### config.mk
export PLATFORM = sky130hd
export DESIGN_NAME = axi_lite_slave_top
export DESIGN_NICKNAME = d
export VERILOG_FILES = /design/src/axi_lite_pkg.sv /design/src/axi_lite_slave_read.sv /design/src/axi_lite_slave_write.sv /design/src/axi_lite_mem.sv /design/src/axi_lite_slave_top.sv
export SDC_FILE = /design/constraint.sdc
export NUM_CORES = 2
export LEC_CHECK = 0
export BUFFER_PORTS_ARGS = -buffer_cell sky130_fd_sc_hd__buf_2
export CORE_MARGIN = 5
export CORE_UTILIZATION = 45
export CTS_CLUSTER_SIZE = 14
export DETAILED_ROUTE_END_ITERATION = 6
export PLACE_DENSITY = 0.59
export SLEW_MARGIN = 10
export SYNTH_ARGS = -nofsm -noshare
export SYNTH_HDL_FRONTEND = slang
export SYNTH_SLANG_ARGS = --single-unit
### constraint.sdc
create_clock -name clk -period 2.8 [get_ports clk]
set_input_delay 0.56 -clock clk [delete_from_list [all_inputs] [get_ports clk]]
set_output_delay 0.56 -clock clk [all_outputs]
set_load 0.03 [all_outputs]
### src/axi_lite_pkg.sv
// AXI4-Lite slave shared definitions.
// Fixed bus widths, memory depth, response codes and the
// packed channel structs used by the engines and the memory.

package axi_lite_pkg;

    // --------------------
    // Widths and sizes
    // --------------------
    localparam int ADDR_W     = 16;
    localparam int DATA_W     = 32;
    localparam int STRB_W     = DATA_W / 8;
    localparam int MEM_WORDS  = 64;
    localparam int WORD_IDX_W = $clog2(MEM_WORDS);

    typedef logic [ADDR_W-1:0] addr_t;
    typedef logic [DATA_W-1:0] data_t;
    typedef logic [STRB_W-1:0] strb_t;
    typedef logic [1:0]        resp_t;
    typedef logic [2:0]        prot_t;

    // AXI response codes.
    localparam resp_t RESP_OKAY   = 2'b00;
    localparam resp_t RESP_SLVERR = 2'b10;

    // --------------------
    // Channel payloads
    // --------------------

    // Address channel, shared by AR and AW.
    typedef struct packed {
        addr_t addr;
        prot_t prot;
    } ar_chan_t;

    typedef struct packed {
        data_t data;
        strb_t strb;
    } w_chan_t;

    typedef struct packed {
        data_t data;
        resp_t resp;
    } r_chan_t;

    // Write request from the write engine to the memory.
    typedef struct packed {
        addr_t addr;
        data_t data;
        strb_t strb;
    } mem_wr_t;

endpackage

### src/axi_lite_slave_read.sv
// AXI4-Lite read engine.
// Opened by a start strobe from the memory, takes one AR beat,
// requests the word and returns it on R with OKAY or SLVERR.

module axi_lite_slave_read (
    input  logic                   clk,
    input  logic                   arstn,
    input  logic                   i_start_read,
    input  logic                   i_ar_valid,
    input  axi_lite_pkg::ar_chan_t i_ar,
    output logic                   o_ar_ready,
    input  logic                   i_r_ready,
    output axi_lite_pkg::r_chan_t  o_r,
    output logic                   o_r_valid,
    output logic                   o_rd_req,
    output axi_lite_pkg::addr_t    o_addr,
    input  axi_lite_pkg::data_t    i_data,
    input  logic                   i_successful_access,
    input  logic                   i_successful_read,
    output logic                   o_busy
);

    typedef enum logic [1:0] {
        IDLE,
        AR_WAIT,
        READ,
        RESP
    } state_t;

    state_t state;
    state_t next_state;
    logic   ar_fire;
    logic   r_fire;

    assign ar_fire = i_ar_valid & o_ar_ready;
    assign r_fire  = o_r_valid & i_r_ready;

    // Busy from the grant pulse until R is accepted.
    assign o_busy = (state != IDLE) | i_start_read;

    // --------------------
    // Next state
    // --------------------
    always_comb begin
        next_state = state;
        case (state)
            IDLE:    if (i_start_read) next_state = AR_WAIT;
            // No AR pending, so hand the port back.
            AR_WAIT: next_state = ar_fire ? READ : IDLE;
            READ:    if (i_successful_access) next_state = RESP;
            RESP:    if (r_fire) next_state = IDLE;
            default: next_state = IDLE;
        endcase
    end

    // --------------------
    // Control registers
    // --------------------
    always_ff @(posedge clk, negedge arstn) begin
        if (!arstn) begin
            state      <= IDLE;
            o_ar_ready <= 1'b0;
            o_rd_req   <= 1'b0;
            o_r_valid  <= 1'b0;
        end else begin
            state      <= next_state;
            o_ar_ready <= (state == IDLE) && i_start_read;
            o_rd_req   <= ar_fire;
            if ((state == READ) && i_successful_access) begin
                o_r_valid <= 1'b1;
            end else if (r_fire) begin
                o_r_valid <= 1'b0;
            end
        end
    end

    // Address and R payload.
    always_ff @(posedge clk) begin
        if (ar_fire) begin
            o_addr <= i_ar.addr;
        end
        if ((state == READ) && i_successful_access) begin
            o_r.data <= i_data;
            o_r.resp <= i_successful_read ? axi_lite_pkg::RESP_OKAY
                                          : axi_lite_pkg::RESP_SLVERR;
        end
    end

endmodule

### src/axi_lite_slave_write.sv
// AXI4-Lite write engine.
// Takes one AW and one W beat in either order, issues a single
// memory write and answers on B with OKAY or SLVERR.

module axi_lite_slave_write (
    input  logic                   clk,
    input  logic                   arstn,
    input  logic                   i_start_write,
    input  logic                   i_aw_valid,
    input  axi_lite_pkg::ar_chan_t i_aw,
    output logic                   o_aw_ready,
    input  logic                   i_w_valid,
    input  axi_lite_pkg::w_chan_t  i_w,
    output logic                   o_w_ready,
    output logic                   o_b_valid,
    output axi_lite_pkg::resp_t    o_b_resp,
    input  logic                   i_b_ready,
    output logic                   o_wr_req,
    output axi_lite_pkg::mem_wr_t  o_wr,
    input  logic                   i_wr_done,
    input  logic                   i_wr_ok,
    output logic                   o_busy
);

    typedef enum logic [1:0] {
        IDLE,
        AW_W_WAIT,
        WRITE,
        RESP
    } state_t;

    state_t state;
    state_t next_state;
    logic   aw_fire;
    logic   w_fire;
    logic   aw_have;
    logic   w_have;
    logic   b_fire;

    assign aw_fire = i_aw_valid & o_aw_ready;
    assign w_fire  = i_w_valid & o_w_ready;
    assign b_fire  = o_b_valid & i_b_ready;

    // A channel is done once its ready has dropped or it fires now.
    assign aw_have = aw_fire | ~o_aw_ready;
    assign w_have  = w_fire | ~o_w_ready;

    assign o_busy = (state != IDLE) | i_start_write;

    // --------------------
    // Next state
    // --------------------
    always_comb begin
        next_state = state;
        case (state)
            IDLE: if (i_start_write) next_state = AW_W_WAIT;
            AW_W_WAIT: begin
                if (aw_have && w_have) begin
                    next_state = WRITE;
                end else if (o_aw_ready && o_w_ready && !i_aw_valid && !i_w_valid) begin
                    // Nothing offered yet; release the port.
                    next_state = IDLE;
                end
            end
            WRITE:   if (i_wr_done) next_state = RESP;
            RESP:    if (b_fire) next_state = IDLE;
            default: next_state = IDLE;
        endcase
    end

    // --------------------
    // Control registers
    // --------------------
    always_ff @(posedge clk, negedge arstn) begin
        if (!arstn) begin
            state      <= IDLE;
            o_aw_ready <= 1'b0;
            o_w_ready  <= 1'b0;
            o_wr_req   <= 1'b0;
            o_b_valid  <= 1'b0;
        end else begin
            state    <= next_state;
            o_wr_req <= (state == AW_W_WAIT) && (next_state == WRITE);
            if (state == IDLE) begin
                o_aw_ready <= i_start_write;
                o_w_ready  <= i_start_write;
            end else begin
                o_aw_ready <= o_aw_ready && !aw_fire && (next_state == AW_W_WAIT);
                o_w_ready  <= o_w_ready && !w_fire && (next_state == AW_W_WAIT);
            end
            if ((state == WRITE) && i_wr_done) begin
                o_b_valid <= 1'b1;
            end else if (b_fire) begin
                o_b_valid <= 1'b0;
            end
        end
    end

    // Write request and B payload.
    always_ff @(posedge clk) begin
        if (aw_fire) begin
            o_wr.addr <= i_aw.addr;
        end
        if (w_fire) begin
            o_wr.data <= i_w.data;
            o_wr.strb <= i_w.strb;
        end
        if ((state == WRITE) && i_wr_done) begin
            o_b_resp <= i_wr_ok ? axi_lite_pkg::RESP_OKAY : axi_lite_pkg::RESP_SLVERR;
        end
    end

endmodule

### src/axi_lite_mem.sv
// Single-port word memory behind the AXI4-Lite engines.
// Checks alignment and range, merges byte strobes on writes,
// and grants the port to the read or write engine in turn.

module axi_lite_mem (
    input  logic                  clk,
    input  logic                  arstn,
    input  logic                  i_rd_busy,
    input  logic                  i_wr_busy,
    output logic                  o_start_read,
    output logic                  o_start_write,
    input  logic                  i_rd_req,
    input  axi_lite_pkg::addr_t   i_rd_addr,
    output axi_lite_pkg::data_t   o_rd_data,
    output logic                  o_rd_valid,
    output logic                  o_rd_ok,
    input  logic                  i_wr_req,
    input  axi_lite_pkg::mem_wr_t i_wr,
    output logic                  o_wr_done,
    output logic                  o_wr_ok
);

    axi_lite_pkg::data_t                  mem [axi_lite_pkg::MEM_WORDS];
    logic [axi_lite_pkg::WORD_IDX_W-1:0]  rd_idx;
    logic [axi_lite_pkg::WORD_IDX_W-1:0]  wr_idx;
    logic                                 rd_good;
    logic                                 wr_good;
    logic                                 both_idle;
    logic                                 prio_wr;

    // Word index sits above the two byte-offset bits.
    assign rd_idx = i_rd_addr[axi_lite_pkg::WORD_IDX_W+1:2];
    assign wr_idx = i_wr.addr[axi_lite_pkg::WORD_IDX_W+1:2];

    // Good access: aligned, and no bits set above the memory range.
    assign rd_good = (i_rd_addr[1:0] == 2'b00) &&
                     (i_rd_addr[axi_lite_pkg::ADDR_W-1:axi_lite_pkg::WORD_IDX_W+2] == '0);
    assign wr_good = (i_wr.addr[1:0] == 2'b00) &&
                     (i_wr.addr[axi_lite_pkg::ADDR_W-1:axi_lite_pkg::WORD_IDX_W+2] == '0);

    // --------------------
    // Grant arbiter
    // --------------------
    assign both_idle = !i_rd_busy && !i_wr_busy;

    always_ff @(posedge clk, negedge arstn) begin
        if (!arstn) begin
            o_start_read  <= 1'b0;
            o_start_write <= 1'b0;
            prio_wr       <= 1'b0;
        end else begin
            o_start_read  <= both_idle && !prio_wr;
            o_start_write <= both_idle && prio_wr;
            // Alternate after every grant.
            if (both_idle) begin
                prio_wr <= !prio_wr;
            end
        end
    end

    // --------------------
    // Storage and answers
    // --------------------
    always_ff @(posedge clk, negedge arstn) begin
        if (!arstn) begin
            for (int i = 0; i < axi_lite_pkg::MEM_WORDS; i++) begin
                mem[i] <= '0;
            end
        end else if (i_wr_req && wr_good) begin
            for (int b = 0; b < axi_lite_pkg::STRB_W; b++) begin
                if (i_wr.strb[b]) begin
                    mem[wr_idx][8*b +: 8] <= i_wr.data[8*b +: 8];
                end
            end
        end
    end

    always_ff @(posedge clk, negedge arstn) begin
        if (!arstn) begin
            o_rd_valid <= 1'b0;
            o_rd_ok    <= 1'b0;
            o_wr_done  <= 1'b0;
            o_wr_ok    <= 1'b0;
        end else begin
            o_rd_valid <= i_rd_req;
            o_rd_ok    <= i_rd_req && rd_good;
            o_wr_done  <= i_wr_req;
            o_wr_ok    <= i_wr_req && wr_good;
        end
    end

    // Bad reads return zero.
    always_ff @(posedge clk) begin
        if (i_rd_req) begin
            o_rd_data <= rd_good ? mem[rd_idx] : '0;
        end
    end

endmodule

### src/axi_lite_slave_top.sv
// AXI4-Lite slave top level.
// Connects the read engine, the write engine and the shared
// word memory with its grant arbiter.

module axi_lite_slave_top (
    input  logic                   clk,
    input  logic                   arstn,
    // Read address and data.
    input  logic                   i_ar_valid,
    input  axi_lite_pkg::ar_chan_t i_ar,
    output logic                   o_ar_ready,
    output logic                   o_r_valid,
    output axi_lite_pkg::r_chan_t  o_r,
    input  logic                   i_r_ready,
    // Write address, data and response.
    input  logic                   i_aw_valid,
    input  axi_lite_pkg::ar_chan_t i_aw,
    output logic                   o_aw_ready,
    input  logic                   i_w_valid,
    input  axi_lite_pkg::w_chan_t  i_w,
    output logic                   o_w_ready,
    output logic                   o_b_valid,
    output axi_lite_pkg::resp_t    o_b_resp,
    input  logic                   i_b_ready
);

    // --------------------
    // Internal wiring
    // --------------------
    logic                  rd_busy;
    logic                  wr_busy;
    logic                  start_read;
    logic                  start_write;
    logic                  rd_req;
    axi_lite_pkg::addr_t   rd_addr;
    axi_lite_pkg::data_t   rd_data;
    logic                  rd_valid;
    logic                  rd_ok;
    logic                  wr_req;
    axi_lite_pkg::mem_wr_t wr;
    logic                  wr_done;
    logic                  wr_ok;

    axi_lite_slave_read u_read (
        .clk                 (clk),
        .arstn               (arstn),
        .i_start_read        (start_read),
        .i_ar_valid          (i_ar_valid),
        .i_ar                (i_ar),
        .o_ar_ready          (o_ar_ready),
        .i_r_ready           (i_r_ready),
        .o_r                 (o_r),
        .o_r_valid           (o_r_valid),
        .o_rd_req            (rd_req),
        .o_addr              (rd_addr),
        .i_data              (rd_data),
        .i_successful_access (rd_valid),
        .i_successful_read   (rd_ok),
        .o_busy              (rd_busy)
    );

    axi_lite_slave_write u_write (
        .clk           (clk),
        .arstn         (arstn),
        .i_start_write (start_write),
        .i_aw_valid    (i_aw_valid),
        .i_aw          (i_aw),
        .o_aw_ready    (o_aw_ready),
        .i_w_valid     (i_w_valid),
        .i_w           (i_w),
        .o_w_ready     (o_w_ready),
        .o_b_valid     (o_b_valid),
        .o_b_resp      (o_b_resp),
        .i_b_ready     (i_b_ready),
        .o_wr_req      (wr_req),
        .o_wr          (wr),
        .i_wr_done     (wr_done),
        .i_wr_ok       (wr_ok),
        .o_busy        (wr_busy)
    );

    axi_lite_mem u_mem (
        .clk           (clk),
        .arstn         (arstn),
        .i_rd_busy     (rd_busy),
        .i_wr_busy     (wr_busy),
        .o_start_read  (start_read),
        .o_start_write (start_write),
        .i_rd_req      (rd_req),
        .i_rd_addr     (rd_addr),
        .o_rd_data     (rd_data),
        .o_rd_valid    (rd_valid),
        .o_rd_ok       (rd_ok),
        .i_wr_req      (wr_req),
        .i_wr          (wr),
        .o_wr_done     (wr_done),
        .o_wr_ok       (wr_ok)
    );

endmodule

---- Word-level counts from Yosys, hierarchy flattened ----
Index checks and enable logic that the tools add are counted.
W data, S select, Z words.
cells by class
  equal/unequal tests ..................... 11
  reduce and logical (&&, ||, !) cells .... 38
  order comparisons ....................... 3
  muxes and demuxes ....................... 41
  bitwise logic cells ..................... 13
operators by type and width
  operator              number
  $mux W2048            7
  $bwmux W2048          4
  $demux W32 S6         4
  $bmux W32 S6          1
  $mux W32              3
  $mux W24              1
  $mux W2               11
  $logic_and A1 B1 Y1   20
  $logic_not A8 Y1      2
  $mux W16              1
  $pmux W2 S4           2
  $ge A7 B7 Y1 const B  2
  $not A6 Y7            2
  $eq A2 B2 Y1 const B  5
  $logic_not A2 Y1      4
  $mux W8               1
  $reduce_bool A2 Y1    4
  $logic_not A1 Y1      7
  $lt A7 B1 Y1 const B  1
  $eq A2 B1 Y1 const B  3
  $mux W1               6
  $ne A2 B1 Y1 const B  3
  $and A1 B1 Y1         5
  $or A1 B1 Y1          4
  2 further kinds       3
storage, ports and cells
  output and inout port bits .............. 41
  input port bits ......................... 81
  word-level logic and storage cells ...... 194
  register bits ........................... 2202

---- Longest topological paths before layout ----
  depth in word-level cells ............... 16
  depth in mapped cells ................... 10
  depth with buffers taken out ............ 5

---- Cells and area by module ----
Synthesis repeated with hierarchy kept, for this count alone.
unflattened totals
  cell total of the unflattened synthesis .. 6063
  area total of the unflattened synthesis .. 98399.4 um^2
modules (own cells, without submodules)
  module                instances  cells each  sequential area each (um^2)  area each (um^2)
  axi_lite_mem          1          5910        52385.2                      94783.4
  axi_lite_slave_write  1          85          1741.7                       1924.3
  axi_lite_slave_read   1          68          1596.5                       1691.6

---- Worst setup path after synthesis ----
Ideal clock, no wire load.
  kind .................................... register -> register
  start point ............................. reg u_read.o_addr[3]
  end point ............................... reg u_mem.o_rd_data[21] (data pin)
  arrival time ............................ 2.139 ns
  clock period less this slack ............ 2.399 ns
  setup time .............................. 0.261 ns
  path buffers ............................ 3
  stages on the path, launching flop included .. 8
  data required time ...................... 2.539 ns
  setup slack ............................. 0.401 ns
  path through ............................ edfxtp_1 -> buf_2 -> buf_2 -> buf_1 -> mux4_2 -> mux4_2 -> a221oi_1 -> nor2_1
on the way
  word-level cells in the longest chain between the ends .. 4
ends and longest elaborated chain
  element                                      RTL line                   text
  from (decl)                                  axi_lite_slave_read.sv:16  output axi_lite_pkg::addr_t o_addr,
  from (signal assigned)                       axi_lite_slave_read.sv:80  o_addr <= i_ar.addr;
  $not A6 Y7 (not written as such)             axi_lite_mem.sv:95         o_rd_data <= rd_good ? mem[rd_idx] : '0;
  $bmux W32 S6                                 axi_lite_mem.sv:95
  $mux W32 (not written as such) (2 in a row)  axi_lite_mem.sv:95
  to (signal assigned)                         axi_lite_mem.sv:95
  to (decl)                                    axi_lite_mem.sv:14         output axi_lite_pkg::data_t o_rd_data,
No other way between the ends. The select of a mux whose other input is x is not followed.
A chain may end at the register's enable or synchronous reset.

---- Worst setup path in the final report ----
  start point ............................. reg u_read.o_addr[2]
  end point ............................... reg u_mem.o_rd_data[22] (data pin)
The elaborated chain is that of the path after synthesis.

==> impl_metrics.csv <==
group,metric,value,unit
power,seqPwrFrac,49.3,%
route,vias_per_cell,5.82,
grt,grt_remaining_overflow,0,
timing,finalCritPeriodShare,99.9,%
route,vias,56956,
synthesis,ys_ff_latch,2200,
grt,first_global_vias,60499,
critical_path,r2r-start,"u_read.o_addr[2]$_DFFE_PP_",
grt,grt_util_all_layers,25.3,%
timing,min_period,2.80,ns
critical_path,worstPathMaxFanout,21,
timing,slew_viol_final,0,
outcome,status,"complete, but fails checks",
clocking,clock_latency,0.89,ns
run,cap_violations,0,
clocking,clk_pin_slew,0.06,ns
timing,setup_viol,0,
clocking,ctsHtreeMaxLevel,4,
critical_path,crit_type,"register to register",
critical_path,reg2reg_depth,7,
timing,rsz0062_at_grt,"true",
layout,syn_to_final_growth,17.8,%
power,power_frac_clock,47.7,%
power,p_per_area,563,mW/mm^2
synthesis,syn_area,0.0987,mm^2
timing,slew_headroom,25.5,%
timing,skew,0.0380,ns
synthesis,synthFlopType,"dfrtp_1",
worst_hold_path,whs_path_depth,4,
layout,final_cell_area,0.116,mm^2
synthesis,syn_inst,6021,
die,die_w,478,um
die,ioPinCount,122,
timing,tightest_slew,1.12,ns
clocking,cts_num_sinks,2200,
die,core,0.219,mm^2
placement,place.gp.congestion,0.872,
synthesis,synth_top_cell_by_area,"dfrtp_1",
critical_path,cp.required,3.41,ns
critical_path,r2r-end,"u_mem.o_rd_data[22]$_SDFFCE_PN0P_",
timing,hold_viol_final,0,
route,routedWlPerCell,29.5,um
clocking,cts_made_buffers,232,
route,drc,40,
synthesis,yosys_warnings,0,
route,dr.pass1.iters,7,
power,power.internal,50.9,mW
timing,worst_hold_slack,0.0918,ns
worst_hold_path,hold_path_startpoint,"i_aw_valid",
placement,hpwl,189,mm
clocking,clock_path_buffers,3,
critical_path,cp.arrival,3.40,ns
layout,nets,6785,
die,initial_core_util,45.1,%
grt,grt_antenna_before_repair,12,
die,die-area,0.229,mm^2
worst_hold_path,hold_class,"primary input to register",
synthesis,ys_async_sr_fraction,93.9,%
power,ir_worst_vdd,481,uV
clocking,cts_tree,"done",
placement,portBuffers,113,
power,switching_share,22.3,%
die,num_rows,172,
synthesis,synth_cell_types,51,
power,p_sw,14.6,mW
layout,layout-drive-gt1-share,59.5,%
critical_path,rrSetupSlack,0.002,ns
clocking,cts_root_buf,"clkbuf_16",
placement,place_area,0.107,mm^2
critical_path,cp-start-kind,"register",
power,pwr-share-comb,3.1,%
synthesis,seq_area_frac_synth,56.4,%
route,wirelength,288,mm
timing,timing.fmax,357,MHz
outcome,violations,"design-rule violations",
die,dieHeight,478,um
critical_path,end_kind,"register",
synthesis,yosys-top-cells-area,"dfrtp_1 52%, mux2_2 23%, mux4_2 13%, edfxtp_1 4.1%, nor2_2 1.6%",
synthesis,synth_top_area_share,52.4,%
synthesis,avgSynthCellArea,16.4,um^2
route,ant_nets,0,
power,power_leakage,54.8,nW
route,first_iter_violations,4437,
worst_hold_path,hold_end,"u_write.o_aw_ready$_DFF_PN0_",
grt,grt_max_degree,141,
synthesis,synth-edff-count,134,
grt,grt_pass1_wl,428,mm
[how the worst max path moves through the flow]
| stage | start | end | slack [ns] | cells after the start |
|---|---|---|---|---|
| final | u_read.o_addr[2]$_DFFE_PP_ | u_mem.o_rd_data[22]$_SDFFCE_PN0P_ | 0.002 | 7 |
| after global routing | u_write.o_wr[40]$_DFFE_PP_ | u_mem.mem[311]$_DFFE_PN0P_ | -0.04 | 6 |
| after CTS | u_read.o_addr[2]$_DFFE_PP_ | u_mem.o_rd_data[21]$_SDFFCE_PN0P_ | -0.04 | 8 |
| after detailed placement | u_read.o_addr[2]$_DFFE_PP_ | u_mem.o_rd_data[7]$_SDFFCE_PN0P_ | -0.07 | 8 |
| after global placement | u_read.o_addr[2]$_DFFE_PP_ | u_mem.o_rd_data[13]$_SDFFCE_PN0P_ | -0.05 | 8 |
| after floorplan | u_read.o_addr[3]$_DFFE_PP_ | u_mem.o_rd_data[21]$_SDFFCE_PN0P_ | 0.40 | 7 |
[synth_stat cells, types with 2 or more instances]
cell type / n
a2111oi_0: 2
a211oi_1: 15
a21o_1: 2
a21oi_1: 11
a221o_1: 4
a221oi_1: 9
a22o_1: 3
a22oi_1: 4
a31oi_1: 4
and2_1: 5
and3_1: 6
and3b_1: 4
buf_1: 44
buf_2: 100
buf_4: 64
buf_6: 6
clkbuf_1: 219
dfrtp_1: 2066
edfxtp_1: 134
inv_1: 4
mux2_2: 2060
mux2i_1: 141
mux4_2: 566
nand2_1: 92
nand2b_1: 11
nand3_1: 8
nand3b_1: 8
nor2_1: 39
nor2_2: 256
nor2b_1: 10
nor3_1: 18
nor3b_1: 8
nor4_1: 12
o211ai_1: 8
o21ai_0: 19
o21ai_1: 4
o221ai_1: 2
o22ai_1: 30
o32ai_1: 7
or2_2: 3
or3b_2: 2
xnor2_1: 2
[power groups by stage]
stage | Clock (mW) | Sequential [mW] | Combinational, mW
after global routing | 33.2 | 32.2 | 2.20
after floorplan | 0 | 32.8 | 0.622
after CTS | 31.9 | 32.3 | 2.02
final | 31.2 | 32.3 | 2.01
after detailed placement | 0 | 32.8 | 1.89
after global placement | 0 | 32.8 | 1.86
[flip-flops by register name (all words and copies together) (netlist names), 2 cells and up, named ones only]
name and flops:
u_write.state 2, u_mem.o_rd_data 32, u_mem.mem 2048, u_write.o_wr 52, u_read.o_r 33, u_read.o_addr 16
[metal layers]
layer  GRT usage [%]  routed length, um
met1            35.6             128000
met5          0.0420                  0
met2            39.8             134000
met3            5.07              15900
met4            7.84              10400
[worst max-delay path: stages, from the launching register on]
cell and delay [ns]:
edfxtp_1 0.34, buf_6 0.14, buf_16 0.21, buf_12 0.25, mux4_2 0.55, mux4_2 0.55
a221oi_1 0.36, nor2_1 0.07
[layout make-up]
type	count	area, um^2
diodes	3	7.51
clock buffers	359	6950
clock inverters	75	803
fillers	17927	103000
inverters	4	15.0
multi-input cells	3384	41200
flip-flops and latches	2200	55700
well taps	2871	3590
repair buffers	882	8010
[logic make-up after synthesis]
family | Yosys count | synth area share, %
xor gates and xnor gates | 2 | 0.0177
muxes | 2767 | 37.8
buffers and inverters | 438 | 2.08
AOI/OAI and AO/OA | 128 | 0.887
other | 1 | 0.00380
and+or+nand+nor | 485 | 2.75
DFF | 2200 | 56.4
[metrics by stage]
step	total power, mW	setup slack (ns)	setup TNS [ns]	std cells	util [%]
after floorplan	33.4	0.401	0	6022	-
after global placement	34.7	-0.0517	-0.108	9213	48.8
after detailed placement	34.7	-0.0735	-0.392	9213	48.8
after CTS	66.2	-0.0431	-0.262	9731	52.8
after global routing	67.7	-0.0391	-0.686	9778	53.1
final	65.5	0.00250	0	9778	53.1
[what timing repair did]
action                                  CTS  global route
endpoints found under the hold margin   685             0
hold buffers                             71             0
gates resized for setup                  34            46
pin swaps                                 0             6
cloned                                    5             2
endpoints found under the setup margin   17            65
setup buffers                             8            43
[cell usage in the layout (no fill, tap or decap), drive strengths merged, types with 9 or more instances in the layout]
cell type    synthesis  layout
dfrtp             2066    2066
mux2              2060    2060
buf                214     806
mux4               566     566
clkbuf             220     361
nor2               295     295
mux2i              141     141
edfxtp             134     134
nand2               92      92
dlygate4sd3          0      71
clkinv               0      51
o22ai               30      30
o21ai               23      23
nor3                18      18
a211oi              15      15
inv                  4      14
nor4                12      12
nand2b              11      11
bufinv               0      11
a21oi               11      11
nor2b               10      10
a221oi               9       9
Power figures use the tool's default switching activity.
